File: src/hw/systolic_pkg.sv
`default_nettype none

package systolic_pkg;

  // #################### sizes
  localparam int SIZE         = 4;
  localparam int DATA_W       = 8;
  localparam int ACC_W        = 20; // room for SIZE 16-bit products.
  localparam int FLUSH_CYCLES = 2 * SIZE;
  localparam int FLUSH_CNT_W  = $clog2(FLUSH_CYCLES);
  localparam int PTR_W        = $clog2(SIZE);
  localparam int CNT_W        = $clog2(SIZE + 1);

  // #################### wishbone
  localparam int WB_ADR_W = 8;
  localparam int WB_DAT_W = 32;

  localparam logic [WB_ADR_W-1:0] REG_STATUS      = 8'h00;
  localparam logic [WB_ADR_W-1:0] REG_CTRL        = 8'h04;
  localparam logic [WB_ADR_W-1:0] REG_RESULT_BASE = 8'h40; // C[i][j] at +4*(i*SIZE+j).
  localparam int                  RESULT_SPAN     = 4 * SIZE * SIZE;

  localparam int CTRL_RESTART_BIT = 0;

  // #################### controller phases
  typedef enum logic [1:0] {
    ST_LOAD = 2'd0,
    ST_MAC  = 2'd1,
    ST_OUT  = 2'd2,
    ST_DONE = 2'd3
  } ctrl_state_e;

endpackage

`default_nettype wire
File: src/hw/systolic_top.sv
`timescale 1ns/1ps
`default_nettype none

module systolic_top (
  input  wire logic                                                 clk,
  input  wire logic                                                 rst,
  input  wire logic [systolic_pkg::SIZE*systolic_pkg::DATA_W-1:0]   x_data,
  input  wire logic                                                 x_val,
  output logic                                                      x_rdy,
  input  wire logic [systolic_pkg::SIZE*systolic_pkg::DATA_W-1:0]   w_data,
  input  wire logic                                                 w_val,
  output logic                                                      w_rdy,
  input  wire logic                                                 wb_cyc,
  input  wire logic                                                 wb_stb,
  input  wire logic                                                 wb_we,
  input  wire logic [systolic_pkg::WB_ADR_W-1:0]                    wb_adr,
  input  wire logic [systolic_pkg::WB_DAT_W-1:0]                    wb_wdata,
  output logic      [systolic_pkg::WB_DAT_W-1:0]                    wb_rdata,
  output logic                                                      wb_ack,
  output logic                                                      done
);

  localparam int N  = systolic_pkg::SIZE;
  localparam int DW = systolic_pkg::DATA_W;

  logic [N-1:0]                            x_fifo_full;
  logic [N-1:0]                            x_fifo_empty;
  logic [N-1:0]                            w_fifo_full;
  logic [N-1:0]                            w_fifo_empty;
  logic [N-1:0]                            x_fifo_wen;
  logic [N-1:0]                            w_fifo_wen;
  logic [N-1:0]                            x_fifo_ren;
  logic [N-1:0]                            w_fifo_ren;
  logic [N*DW-1:0]                         x_col;
  logic [N*DW-1:0]                         w_row;
  logic [N*N*systolic_pkg::ACC_W-1:0]      acc;
  logic                                    mac_en;
  logic                                    clear;
  logic                                    restart;
  systolic_pkg::ctrl_state_e               state;

  // #################### operand fifos
  genvar i;
  generate
    for (i = 0; i < N; i++) begin : g_lane
      operand_fifo u_x_fifo (
        .clk   (clk),
        .rst   (rst),
        .wen   (x_fifo_wen[i]),
        .wdata (x_data[i*DW +: DW]),
        .ren   (x_fifo_ren[i]),
        .rdata (x_col[i*DW +: DW]), // row i, left edge.
        .full  (x_fifo_full[i]),
        .empty (x_fifo_empty[i])
      );

      operand_fifo u_w_fifo (
        .clk   (clk),
        .rst   (rst),
        .wen   (w_fifo_wen[i]),
        .wdata (w_data[i*DW +: DW]),
        .ren   (w_fifo_ren[i]),
        .rdata (w_row[i*DW +: DW]), // column i, top edge.
        .full  (w_fifo_full[i]),
        .empty (w_fifo_empty[i])
      );
    end
  endgenerate

  // #################### grid and control
  systolic_array u_array (
    .clk    (clk),
    .rst    (rst),
    .mac_en (mac_en),
    .clear  (clear),
    .x_col  (x_col),
    .w_row  (w_row),
    .acc    (acc)
  );

  systolic_ctrl u_ctrl (
    .clk          (clk),
    .rst          (rst),
    .x_val        (x_val),
    .x_rdy        (x_rdy),
    .w_val        (w_val),
    .w_rdy        (w_rdy),
    .x_fifo_full  (x_fifo_full),
    .x_fifo_empty (x_fifo_empty),
    .w_fifo_full  (w_fifo_full),
    .w_fifo_empty (w_fifo_empty),
    .x_fifo_wen   (x_fifo_wen),
    .w_fifo_wen   (w_fifo_wen),
    .x_fifo_ren   (x_fifo_ren),
    .w_fifo_ren   (w_fifo_ren),
    .restart      (restart),
    .mac_en       (mac_en),
    .clear        (clear),
    .state        (state),
    .done         (done)
  );

  systolic_regs u_regs (
    .clk      (clk),
    .rst      (rst),
    .wb_cyc   (wb_cyc),
    .wb_stb   (wb_stb),
    .wb_we    (wb_we),
    .wb_adr   (wb_adr),
    .wb_wdata (wb_wdata),
    .wb_rdata (wb_rdata),
    .wb_ack   (wb_ack),
    .state    (state),
    .acc      (acc),
    .restart  (restart)
  );

endmodule

`default_nettype wire

File: src/hw/systolic_regs.sv
`timescale 1ns/1ps
`default_nettype none

module systolic_regs (
  input  wire logic                                                          clk,
  input  wire logic                                                          rst,
  input  wire logic                                                          wb_cyc,
  input  wire logic                                                          wb_stb,
  input  wire logic                                                          wb_we,
  input  wire logic [systolic_pkg::WB_ADR_W-1:0]                             wb_adr,
  input  wire logic [systolic_pkg::WB_DAT_W-1:0]                             wb_wdata,
  output logic      [systolic_pkg::WB_DAT_W-1:0]                             wb_rdata,
  output logic                                                               wb_ack,
  input  wire systolic_pkg::ctrl_state_e                                     state,
  input  wire logic [systolic_pkg::SIZE*systolic_pkg::SIZE*systolic_pkg::ACC_W-1:0] acc,
  output logic                                                               restart
);

  localparam int AW = systolic_pkg::WB_ADR_W;
  localparam int DW = systolic_pkg::WB_DAT_W;

  logic          req;
  logic          res_hit;
  logic [AW-1:0] res_off;
  logic [AW-3:0] res_idx;
  logic [DW-1:0] rd_mux;

  // new request only while ack is low, so ack stays a single pulse.
  assign req = wb_cyc & wb_stb & ~wb_ack;

  // #################### decode
  assign res_off = wb_adr - systolic_pkg::REG_RESULT_BASE;
  assign res_idx = res_off[AW-1:2];
  assign res_hit = (wb_adr >= systolic_pkg::REG_RESULT_BASE) &&
                   (res_off < AW'(systolic_pkg::RESULT_SPAN)) &&
                   (res_off[1:0] == 2'b00);

  always_comb begin
    rd_mux = '0; // unmapped reads as zero.
    if (wb_adr == systolic_pkg::REG_STATUS)
      rd_mux = DW'(state);
    else if (res_hit)
      rd_mux = DW'(acc[res_idx*systolic_pkg::ACC_W +: systolic_pkg::ACC_W]);
  end

  // #################### bus response
  always_ff @(posedge clk) begin
    if (rst) begin
      wb_ack  <= 1'b0;
      restart <= 1'b0;
    end else begin
      wb_ack  <= req;
      restart <= req & wb_we &
                 (wb_adr == systolic_pkg::REG_CTRL) &
                 wb_wdata[systolic_pkg::CTRL_RESTART_BIT] &
                 (state == systolic_pkg::ST_DONE); // ignored in other phases.
    end
  end

  always_ff @(posedge clk) begin
    wb_rdata <= (req & ~wb_we) ? rd_mux : '0;
  end

endmodule

`default_nettype wire

File: src/hw/systolic_ctrl.sv
`timescale 1ns/1ps
`default_nettype none

module systolic_ctrl (
  input  wire logic                              clk,
  input  wire logic                              rst,
  input  wire logic                              x_val,
  output logic                                   x_rdy,
  input  wire logic                              w_val,
  output logic                                   w_rdy,
  input  wire logic [systolic_pkg::SIZE-1:0]     x_fifo_full,
  input  wire logic [systolic_pkg::SIZE-1:0]     x_fifo_empty,
  input  wire logic [systolic_pkg::SIZE-1:0]     w_fifo_full,
  input  wire logic [systolic_pkg::SIZE-1:0]     w_fifo_empty,
  output logic      [systolic_pkg::SIZE-1:0]     x_fifo_wen,
  output logic      [systolic_pkg::SIZE-1:0]     w_fifo_wen,
  output logic      [systolic_pkg::SIZE-1:0]     x_fifo_ren,
  output logic      [systolic_pkg::SIZE-1:0]     w_fifo_ren,
  input  wire logic                              restart,
  output logic                                   mac_en,
  output logic                                   clear,
  output systolic_pkg::ctrl_state_e              state,
  output logic                                   done
);

  localparam int N = systolic_pkg::SIZE;

  logic                                 all_full;
  logic                                 all_empty;
  logic                                 in_load;
  logic                                 in_mac;
  logic [N-1:0]                         rd_en;
  logic [systolic_pkg::FLUSH_CNT_W-1:0] flush_cnt;

  // #################### status
  assign all_full  = (&x_fifo_full) & (&w_fifo_full);
  assign all_empty = (&x_fifo_empty) & (&w_fifo_empty);
  assign in_load   = (state == systolic_pkg::ST_LOAD);
  assign in_mac    = (state == systolic_pkg::ST_MAC);

  // #################### phase machine
  always_ff @(posedge clk) begin
    if (rst) begin
      state     <= systolic_pkg::ST_LOAD;
      flush_cnt <= '0;
    end else begin
      flush_cnt <= '0;
      case (state)
        systolic_pkg::ST_LOAD: if (all_full) state <= systolic_pkg::ST_MAC;
        systolic_pkg::ST_MAC:  if (all_empty) state <= systolic_pkg::ST_OUT;
        systolic_pkg::ST_OUT: begin
          if (flush_cnt == systolic_pkg::FLUSH_CNT_W'(systolic_pkg::FLUSH_CYCLES - 1))
            state <= systolic_pkg::ST_DONE;
          else
            flush_cnt <= flush_cnt + 1'b1; // drain skewed operands.
        end
        systolic_pkg::ST_DONE: if (restart) state <= systolic_pkg::ST_LOAD;
        default: state <= systolic_pkg::ST_LOAD;
      endcase
    end
  end

  // #################### streams
  assign x_rdy      = in_load & ~(|x_fifo_full);
  assign w_rdy      = in_load & ~(|w_fifo_full);
  assign x_fifo_wen = {N{x_val & x_rdy}};
  assign w_fifo_wen = {N{w_val & w_rdy}};

  // #################### skewed reads
  always_ff @(posedge clk) begin
    if (rst) begin
      rd_en <= '0;
    end else begin
      rd_en[0] <= (in_load & all_full) | (in_mac & ~all_empty);
      for (int i = 1; i < N; i++)
        rd_en[i] <= in_mac & rd_en[i-1]; // one cycle per lane.
    end
  end

  assign x_fifo_ren = rd_en;
  assign w_fifo_ren = rd_en;

  assign mac_en = in_mac | (state == systolic_pkg::ST_OUT);
  assign done   = (state == systolic_pkg::ST_DONE);
  assign clear  = restart & done;

endmodule

`default_nettype wire

File: src/hw/systolic_array.sv
`timescale 1ns/1ps
`default_nettype none

module systolic_array (
  input  wire logic                                                          clk,
  input  wire logic                                                          rst,
  input  wire logic                                                          mac_en,
  input  wire logic                                                          clear,
  input  wire logic [systolic_pkg::SIZE*systolic_pkg::DATA_W-1:0]            x_col,
  input  wire logic [systolic_pkg::SIZE*systolic_pkg::DATA_W-1:0]            w_row,
  output logic [systolic_pkg::SIZE*systolic_pkg::SIZE*systolic_pkg::ACC_W-1:0] acc
);

  localparam int N  = systolic_pkg::SIZE;
  localparam int DW = systolic_pkg::DATA_W;
  localparam int AW = systolic_pkg::ACC_W;

  // x_h[i][j] enters PE(i,j) from the left, w_v[i][j] from above.
  logic [DW-1:0] x_h [N][N+1];
  logic [DW-1:0] w_v [N+1][N];

  genvar i, j;

  generate
    for (i = 0; i < N; i++) begin : g_edge
      assign x_h[i][0] = x_col[i*DW +: DW];
      assign w_v[0][i] = w_row[i*DW +: DW];
    end

    for (i = 0; i < N; i++) begin : g_row
      for (j = 0; j < N; j++) begin : g_col
        mac_pe u_pe (
          .clk    (clk),
          .rst    (rst),
          .mac_en (mac_en),
          .clear  (clear),
          .x_in   (x_h[i][j]),
          .w_in   (w_v[i][j]),
          .x_out  (x_h[i][j+1]),
          .w_out  (w_v[i+1][j]),
          .acc    (acc[(i*N+j)*AW +: AW]) // slot i*SIZE+j.
        );
      end
    end
  endgenerate

endmodule

`default_nettype wire

File: src/hw/mac_pe.sv
`timescale 1ns/1ps
`default_nettype none

module mac_pe (
  input  wire logic                             clk,
  input  wire logic                             rst,
  input  wire logic                             mac_en,
  input  wire logic                             clear,
  input  wire logic [systolic_pkg::DATA_W-1:0]  x_in,
  input  wire logic [systolic_pkg::DATA_W-1:0]  w_in,
  output logic      [systolic_pkg::DATA_W-1:0]  x_out,
  output logic      [systolic_pkg::DATA_W-1:0]  w_out,
  output logic      [systolic_pkg::ACC_W-1:0]   acc
);

  logic [systolic_pkg::ACC_W-1:0] prod;

  assign prod = systolic_pkg::ACC_W'(x_in) * systolic_pkg::ACC_W'(w_in);

  always_ff @(posedge clk) begin
    if (rst || clear) begin
      x_out <= '0;
      w_out <= '0;
      acc   <= '0;
    end else begin
      x_out <= x_in; // one hop right.
      w_out <= w_in; // one hop down.
      if (mac_en)
        acc <= acc + prod;
    end
  end

endmodule

`default_nettype wire

File: src/hw/operand_fifo.sv
`timescale 1ns/1ps
`default_nettype none

module operand_fifo (
  input  wire logic                              clk,
  input  wire logic                              rst,
  input  wire logic                              wen,
  input  wire logic [systolic_pkg::DATA_W-1:0]   wdata,
  input  wire logic                              ren,
  output logic      [systolic_pkg::DATA_W-1:0]   rdata,
  output logic                                   full,
  output logic                                   empty
);

  logic [systolic_pkg::DATA_W-1:0] mem [systolic_pkg::SIZE];
  logic [systolic_pkg::PTR_W-1:0]  wr_ptr;
  logic [systolic_pkg::PTR_W-1:0]  rd_ptr;
  logic [systolic_pkg::CNT_W-1:0]  count;
  logic                            do_wr;
  logic                            do_rd;

  assign full  = (count == systolic_pkg::CNT_W'(systolic_pkg::SIZE));
  assign empty = (count == '0);
  assign do_wr = wen & ~full;
  assign do_rd = ren & ~empty;

  always_ff @(posedge clk) begin
    if (rst) begin
      wr_ptr <= '0;
      rd_ptr <= '0;
      count  <= '0;
    end else begin
      if (do_wr)
        wr_ptr <= (wr_ptr == systolic_pkg::PTR_W'(systolic_pkg::SIZE - 1)) ? '0 : wr_ptr + 1'b1;
      if (do_rd)
        rd_ptr <= (rd_ptr == systolic_pkg::PTR_W'(systolic_pkg::SIZE - 1)) ? '0 : rd_ptr + 1'b1;
      case ({do_wr, do_rd})
        2'b10:   count <= count + 1'b1;
        2'b01:   count <= count - 1'b1;
        default: count <= count;
      endcase
    end
  end

  always_ff @(posedge clk) begin
    if (do_wr)
      mem[wr_ptr] <= wdata;
    rdata <= do_rd ? mem[rd_ptr] : '0; // idle lanes feed zeros.
  end

endmodule

`default_nettype wire

File: config.mk
export PLATFORM = sky130hd
export DESIGN_NAME = systolic_top
export DESIGN_NICKNAME = d
export VERILOG_FILES = /design/src/hw/systolic_pkg.sv /design/src/hw/systolic_top.sv /design/src/hw/systolic_regs.sv /design/src/hw/systolic_ctrl.sv /design/src/hw/systolic_array.sv /design/src/hw/mac_pe.sv /design/src/hw/operand_fifo.sv
export SDC_FILE = /design/constraint.sdc
export NUM_CORES = 2
export LEC_CHECK = 0
export BUFFER_PORTS_ARGS = -buffer_cell sky130_fd_sc_hd__buf_2
export CAP_MARGIN = 20
export CORE_MARGIN = 2
export CORE_UTILIZATION = 40
export DETAILED_ROUTE_END_ITERATION = 12
export HOLD_SLACK_MARGIN = 0.06
export PLACE_DENSITY = 0.61
export SYNTH_ARGS = -nofsm -noshare
export SYNTH_HDL_FRONTEND = slang
export SYNTH_SLANG_ARGS = --single-unit
File: constraint.sdc
create_clock -name clk -period 6.95 [get_ports clk]
set_clock_uncertainty 0.15 [all_clocks]
set_input_delay 1.0425 -clock clk [delete_from_list [all_inputs] [get_ports clk]]
set_output_delay 1.0425 -clock clk [all_outputs]
set_load 0.02 [all_outputs]
**Word level (Yosys, flattened, before mapping)**

Memory sizes are Yosys's and may differ from the RTL's. A register that Yosys moved wholly into a read port is not among the register bits.
Cells that the tools add are included.

- Register bits after elaboration: 611
- RAM bits: 256
- Bits of input ports: 111
- Output and inout bits: 36
- Logic and storage cells: 347
- Memories: 8

Memory list:

| name | depth | width | rd ports | clocked after Yosys merged registers in | wr ports | RTL line | source |
|---|---|---|---|---|---|---|---|
| g_lane[0].u_w_fifo.mem | 4 | 8 | 1 | 1 | 1 | operand_fifo.sv:15 | `logic [systolic_pkg::DATA_W-1:0] mem [systolic_pkg::SIZE];` |
| g_lane[0].u_x_fifo.mem | 4 | 8 | 1 | 1 | 1 | operand_fifo.sv:15 |  |
| g_lane[1].u_w_fifo.mem | 4 | 8 | 1 | 1 | 1 | operand_fifo.sv:15 |  |
| g_lane[1].u_x_fifo.mem | 4 | 8 | 1 | 1 | 1 | operand_fifo.sv:15 |  |
| g_lane[2].u_w_fifo.mem | 4 | 8 | 1 | 1 | 1 | operand_fifo.sv:15 |  |
| g_lane[2].u_x_fifo.mem | 4 | 8 | 1 | 1 | 1 | operand_fifo.sv:15 |  |
| 2 more memories | -- | -- | -- | -- | -- | -- |  |

- Add/subtract/negate cells: 50
- Multipliers: 17
- Order comparisons: 2
- Eq/ne operators: 49
- Shift-type cells: 1
- Mux-type cells: 47
- Bitwise gates (word level): 61
- Reduce and logical (&&, ||, !) cells: 40

Operators with widths:

| operator | number |
|---|---|
| $add 20x16->20 | 16 |
| $shiftx 320x12->20 | 1 |
| $mul 8x8->16 | 16 |
| $eq 2x2->1 const B | 26 |
| $pmux 3 s2 | 8 |
| $mux 2 | 22 |
| $and 1x1->1 | 35 |
| $add 2x1->2 const B | 16 |
| $add 3x1->3 const B | 9 |
| $eq 3x3->1 const B | 9 |
| $logic_not 3->1 | 8 |
| $not 1->1 | 24 |
| $sub 3x1->3 const B | 8 |
| $reduce_and 4->1 | 5 |
| $eq 2x1->1 const B | 9 |
| $mux 1 | 16 |
| $reduce_bool 2->1 | 8 |
| $mul 6x3->9 const B | 1 |
| $eq 8x3->1 const B | 1 |
| $ge 8x7->1 const B | 1 |
| $logic_not 1->1 | 8 |
| $logic_not 8->1 | 1 |
| $lt 8x7->1 const B | 1 |
| $ne 2x1->1 const B | 4 |
| 9 further kinds | 14 |

**Logic depth before layout (Yosys ltp)**

- Depth after elaboration: 8
- Gate-level depth with buffers: 20

**Modules after synthesis**

A second synthesis with hierarchy kept.

- Cells, all modules: 8235
- Area, all modules: 80963.9 µm²

Modules (own cells, without submodules):

| module | instances | cells each | area each (µm²) |
|---|---|---|---|
| mac_pe (u_array.g_row[0].g_col[0].u_pe ...) | 6 | 439 | 3892.5 |
| mac_pe (u_array.g_row[1].g_col[3].u_pe ...) | 4 | 439 | 3913.8 |
| operand_fifo | 8 | 111 | 1828.0 |
| mac_pe (u_array.g_row[3].g_col[0].u_pe ...) | 3 | 439 | 3867.5 |
| mac_pe (u_array.g_row[1].g_col[2].u_pe) | 1 | 468 | 4027.6 |
| mac_pe (u_array.g_row[2].g_col[3].u_pe) | 1 | 449 | 3952.5 |
| mac_pe (u_array.g_row[3].g_col[3].u_pe) | 1 | 442 | 3891.2 |
| systolic_regs | 1 | 222 | 3304.4 |
| systolic_ctrl | 1 | 59 | 551.8 |

**Least setup slack after synthesis**

OpenSTA, ideal clock, no wires.

- Path kind: register -> register
- Start: register u_array.g_row[3].g_col[1].u_pe.x_out[6] (netlist bit)
- End: register u_array.g_row[3].g_col[2].u_pe.acc[18] (netlist bit)
- Library setup time: 128 ps
- Arrival time: 4419 ps
- Required time: 6672 ps
- Slack: 2254 ps
- Cell stages (with the launch flop): 19
- Buffers on the path: 1
- Path through: dfxtp_1 -> clkbuf_1 -> nand2_1 -> fa_1 -> inv_1 -> fa_1 -> fa_1 -> inv_1 -> fa_1 -> inv_1 -> ha_1 -> nand2_1 -> or4b_2 -> a21oi_1 -> o31a_2 -> o21bai_1 -> a21oi_1 -> xor2_1 -> nor2_1

- Cells in the longest elaborated chain, start to end: 2

Ends and longest elaborated chain:

| item | RTL line | source |
|---|---|---|
| from (decl) | mac_pe.sv:11 | `output logic [systolic_pkg::DATA_W-1:0] x_out,` |
| from (signal assigned) | mac_pe.sv:26 | `x_out <= x_in;` |
| $mul 8x8->16 | mac_pe.sv:18 | `assign prod = systolic_pkg::ACC_W'(x_in) * systolic_pkg::ACC_W'(w_in);` |
| $add 20x16->20 | mac_pe.sv:29 | `acc <= acc + prod;` |
| to (signal assigned) | mac_pe.sv:29 |  |
| to (decl) | mac_pe.sv:13 | `output logic [systolic_pkg::ACC_W-1:0] acc` |

No other way between the ends.
A chain may end at the register's enable or synchronous reset.

**Worst setup path after layout**

- Start: register u_array.g_row[3].g_col[2].u_pe.x_out[5] (netlist bit)
- End: register u_array.g_row[3].g_col[3].u_pe.acc[13] (netlist bit)

- Cells in the longest elaborated chain, start to end: 2

Ends and longest elaborated chain:

| item | RTL line |
|---|---|
| from (decl) | mac_pe.sv:11 |
| from (signal assigned) | mac_pe.sv:26 |
| $mul 8x8->16 | mac_pe.sv:18 |
| $add 20x16->20 | mac_pe.sv:29 |
| to (signal assigned) | mac_pe.sv:29 |
| to (decl) | mac_pe.sv:13 |

No other way between the ends.

==> flow_metrics.py <==
metrics = {
    "clocking": {
        "h-tree-depth": 3,
        "cts.clk_slew.worst_paths_ps": 60,
        "clock_latency_ps": 780,
        "cts_tree": "done",
        "hold_buffers": 0,
        "root_buffer": "clkbuf_16",
        "post_cts_buffers": 0,
        "cts-resized-gates": 0,
        "max-clock-path-buffers": 3,
        "cts.sinks": 919,
        "cts-buffers-inserted": 107,
    },
    "logic_synthesis": {
        "ys_seq_area_frac": 0.2762,
        "async_flop_share": 0,
        "synth_area_per_cell_um2": 9.776,
        "synth_flop_cell": "dfxtp_1",
        "syn_inst": 7761,
        "yosysWarningCount": 0,
        "synth-edff-count": 256,
        "ys_seq_elements": 919,
        "synth.distinct_cells": 87,
        "syn-cell-area_um2": 75880,
    },
    "power": {
        "vdd.ir_drop.worst_v": 0.0002298,
        "p_seq_frac": 0.446,
        "combinationalPowerShare": 0.127,
        "finalPower_mw": 13.39,
        "clkPwrFrac": 0.427,
        "p_per_area_nw_per_um2": 162.5,
        "intPower_mw": 9.653,
        "p_leak_nw": 38.94,
        "switchingPower_mw": 3.732,
        "swShare": 0.2788,
    },
    "sta": {
        "setup_tns_ps": 0,
        "rsz0062_at_grt": "no",
        "hold_viol_final": 0,
        "setup_violations": 0,
        "slew_headroom": 0.3055,
        "fin_crit_sh": 0.7506,
        "drv_slew": 0,
        "min_period_ps": 5217,
        "fmax_mhz": 191.7,
        "tightest_slew_ps": 1038,
    },
    "floorplan": {
        "fp.coreArea_um2": 188200,
        "ioPinCount": 147,
        "start_util": 0.4032,
        "placementRows": 159,
        "die_width_um": 439.5,
        "die_h_um": 439.5,
        "fp.dieArea_um2": 193200,
    },
    "detailed_routing": {
        "drt_iter0_markers": 2683,
        "wl_per_cell_um": 17.79,
        "wl_um": 183900,
        "dr.pass1.iters": 6,
        "vias": 51800,
        "via_per_inst": 5.010,
        "drcViolationCount": 0,
        "antenna_left": 0,
    },
    "global_route": {
        "antenna_found_initial": 16,
        "grt_max_degree": 227,
        "grt_pass1_vias": 54580,
        "grt.total_usage": 0.1952,
        "grt_pass1_wl_um": 296800,
        "overflow": 0,
    },
    "setup_path": {
        "rrSetupSlack_ps": 1730,
        "cp-startpoint": "u_array.g_row[3].g_col[2].u_pe.x_out[5]",
        "r2r_end": "u_array.g_row[3].g_col[3].u_pe.acc[13]",
        "r2r_start": "u_array.g_row[3].g_col[2].u_pe.x_out[5]",
        "cp-end-kind": "register",
        "cp_top_family": "adder cells",
        "path_class": "register to register",
        "r2r_cells": 17,
        "cp_slowest_stage_delay_ps": 540,
        "start_kind": "register",
        "cp_num_cells": 17,
        "path_buf_inv": 3,
        "crit_chain": "nand2_1 -> fa_1 -> fa_1 -> inv_1 -> fa_1 -> inv_1 -> fa_1 -> inv_1 -> ha_1 -> a21o_1 -> a21oi_1 -> o21ai_0 -> a21o_1 -> a21oi_1 -> o21ai_0 -> o311ai_0 -> nand2_1",
        "critPathArrivalTime_ps": 5680,
        "crit_path_max_fanout": 8,
        "cpMostUsedCell": "fa_1",
        "crit_end": "u_array.g_row[3].g_col[3].u_pe.acc[13]",
        "crit_slowest_cell": "fa_1",
        "required_ps": 7410,
    },
    "status": {
        "outcome": "complete, no violations",
    },
    "layout": {
        "syn_to_final_growth_pct": 8.575,
        "regArea_um2": 20960,
        "final_core_util": 0.4377,
        "fill_cells": 18130,
        "multi_input_area_um2": 47860,
        "stdcell_area_um2": 82380,
        "drive_above_1_share": 0.06509,
        "nNetsFinal": 9374,
        "instances_no_fill": 10340,
    },
    "place": {
        "dpl_cell_area_um2": 78750,
        "placed_cells": 10130,
        "io_buffers": 103,
        "place_congestion": 0.9157,
        "dp_hpwl_um": 145900,
    },
    "job": {
        "cap_violations": 0,
    },
    "worst_hold_path": {
        "hp-class": "register to register",
    },
}
[cell type report]
cell class,instances,area share
clock buffer,144,0.03580
clock inverter,57,0.007898
inverter,1613,0.07352
tap,2495,0.03789
sequential,919,0.2544
multi-input combinational,4974,0.5810
antenna,8,0.0002430
timing repair buffer,128,0.009249
[metrics by stage]
stage                     hold slack (ps)  setup WS (ps)
after floorplan                     258.1           2254
after detailed placement            271.8           1825
after global routing                278.8           1413
after CTS                           253.4           1792
final                               288.4           1733
after global placement              265.8           1891
[synth_stat cells, types with 124 or more instances]
| cell | instances | area share |
|---|---|---|
| ha_1 | 712 | 0.12 |
| clkbuf_1 | 202 | 0.010 |
| fa_1 | 808 | 0.21 |
| and2_1 | 711 | 0.059 |
| edfxtp_1 | 256 | 0.10 |
| dfxtp_1 | 663 | 0.17 |
| nand2_1 | 714 | 0.035 |
| xnor2_1 | 124 | 0.014 |
| nor2_1 | 404 | 0.020 |
| mux2i_1 | 161 | 0.021 |
| inv_1 | 1610 | 0.080 |
| a21oi_1 | 213 | 0.014 |
| mux4_2 | 164 | 0.049 |
| o21ai_0 | 150 | 0.0099 |
[metal layers]
| layer | track usage | share of wire | up-vias |
|---|---|---|---|
| li1 | - | - | 24530 |
| met1 | 0.2351 | 0.40 | 25880 |
| met5 | 0 | 0.00020 | - |
| met2 | 0.3425 | 0.50 | 1057 |
| met3 | 0.02998 | 0.050 | 329 |
| met4 | 0.08849 | 0.050 | 6 |
[placed cells by master, fill, tap and decap left out, drive strengths merged, types with 26 or more instances in the layout]
cell type	synthesis	layout
a211oi	69	69
mux2i	161	161
o21ai	160	160
clkinv	1	37
a21oi	214	214
ha	712	712
a21o	104	104
nand2	714	714
mux4	164	164
buf	64	128
inv	1612	1621
edfxtp	256	256
nand2b	30	30
nor2	404	404
dfxtp	663	663
and3	36	36
clkbuf	202	144
fa	808	808
o21a	28	28
xor2	90	90
xnor2	124	124
and2	711	711
or3	26	26
nor3	47	47
nor2b	91	91
nand3	36	36
[flip-flops by register name, summed over array words and instances (netlist names), 4 cells and up]
name and cells:
g_lane.u_w_fifo.wr_ptr 8, u_regs.wb_rdata 20, g_lane.u_x_fifo.rdata 32, g_lane.u_w_fifo.count 12, g_lane.u_w_fifo.rdata 32, u_array.g_row.g_col.u_pe.x_out 96, g_lane.u_w_fifo.rd_ptr 8, g_lane.u_x_fifo.count 12
g_lane.u_x_fifo.mem 128, g_lane.u_w_fifo.mem 128, u_array.g_row.g_col.u_pe.acc 320, g_lane.u_x_fifo.wr_ptr 8, g_lane.u_x_fifo.rd_ptr 8, u_array.g_row.g_col.u_pe.w_out 96, u_ctrl.w_fifo_ren 4
[worst min path at each step]
stage	startpoint	end	slack (ps)	cells after the start
2_1_floorplan	u_ctrl.flush_cnt[0]	u_ctrl.flush_cnt[0]	260	1
3_3_place_gp	u_ctrl.flush_cnt[0]	u_ctrl.flush_cnt[0]	270	1
3_5_place_dp	u_ctrl.flush_cnt[0]	u_ctrl.flush_cnt[0]	270	1
4_1_cts	w_data[29]	g_lane[3].u_w_fifo.mem[2][5]	250	1
5_1_grt	w_data[16]	g_lane[2].u_w_fifo.mem[2][0]	280	1
6_report	u_ctrl.flush_cnt[0]	u_ctrl.flush_cnt[0]	290	1
[power by group through the flow]
stage	sequential, mW	clock [mW]	combinational, mW
2_1_floorplan	5.99	0	1.25
4_1_cts	5.97	5.88	1.73
6_report	5.97	5.71	1.71
3_5_place_dp	6.09	0	1.72
5_1_grt	5.99	6.07	1.90
3_3_place_gp	6.07	0	1.67
[kinds of logic after synthesis]
logic type / count (synthesis) / synth area share
other: 1 / 0.00004942
buffers and inverters: 1879 / 0.09439
AND/OR/NAND/NOR: 2148 / 0.1395
multiplexers: 325 / 0.06992
XOR/XNOR: 214 / 0.02470
flip-flops: 919 / 0.2762
AO/OA/AOI/OAI: 755 / 0.06459
adder cells (fa/ha/maj): 1520 / 0.3306
Note: power is estimated with default switching activity, not from simulation.
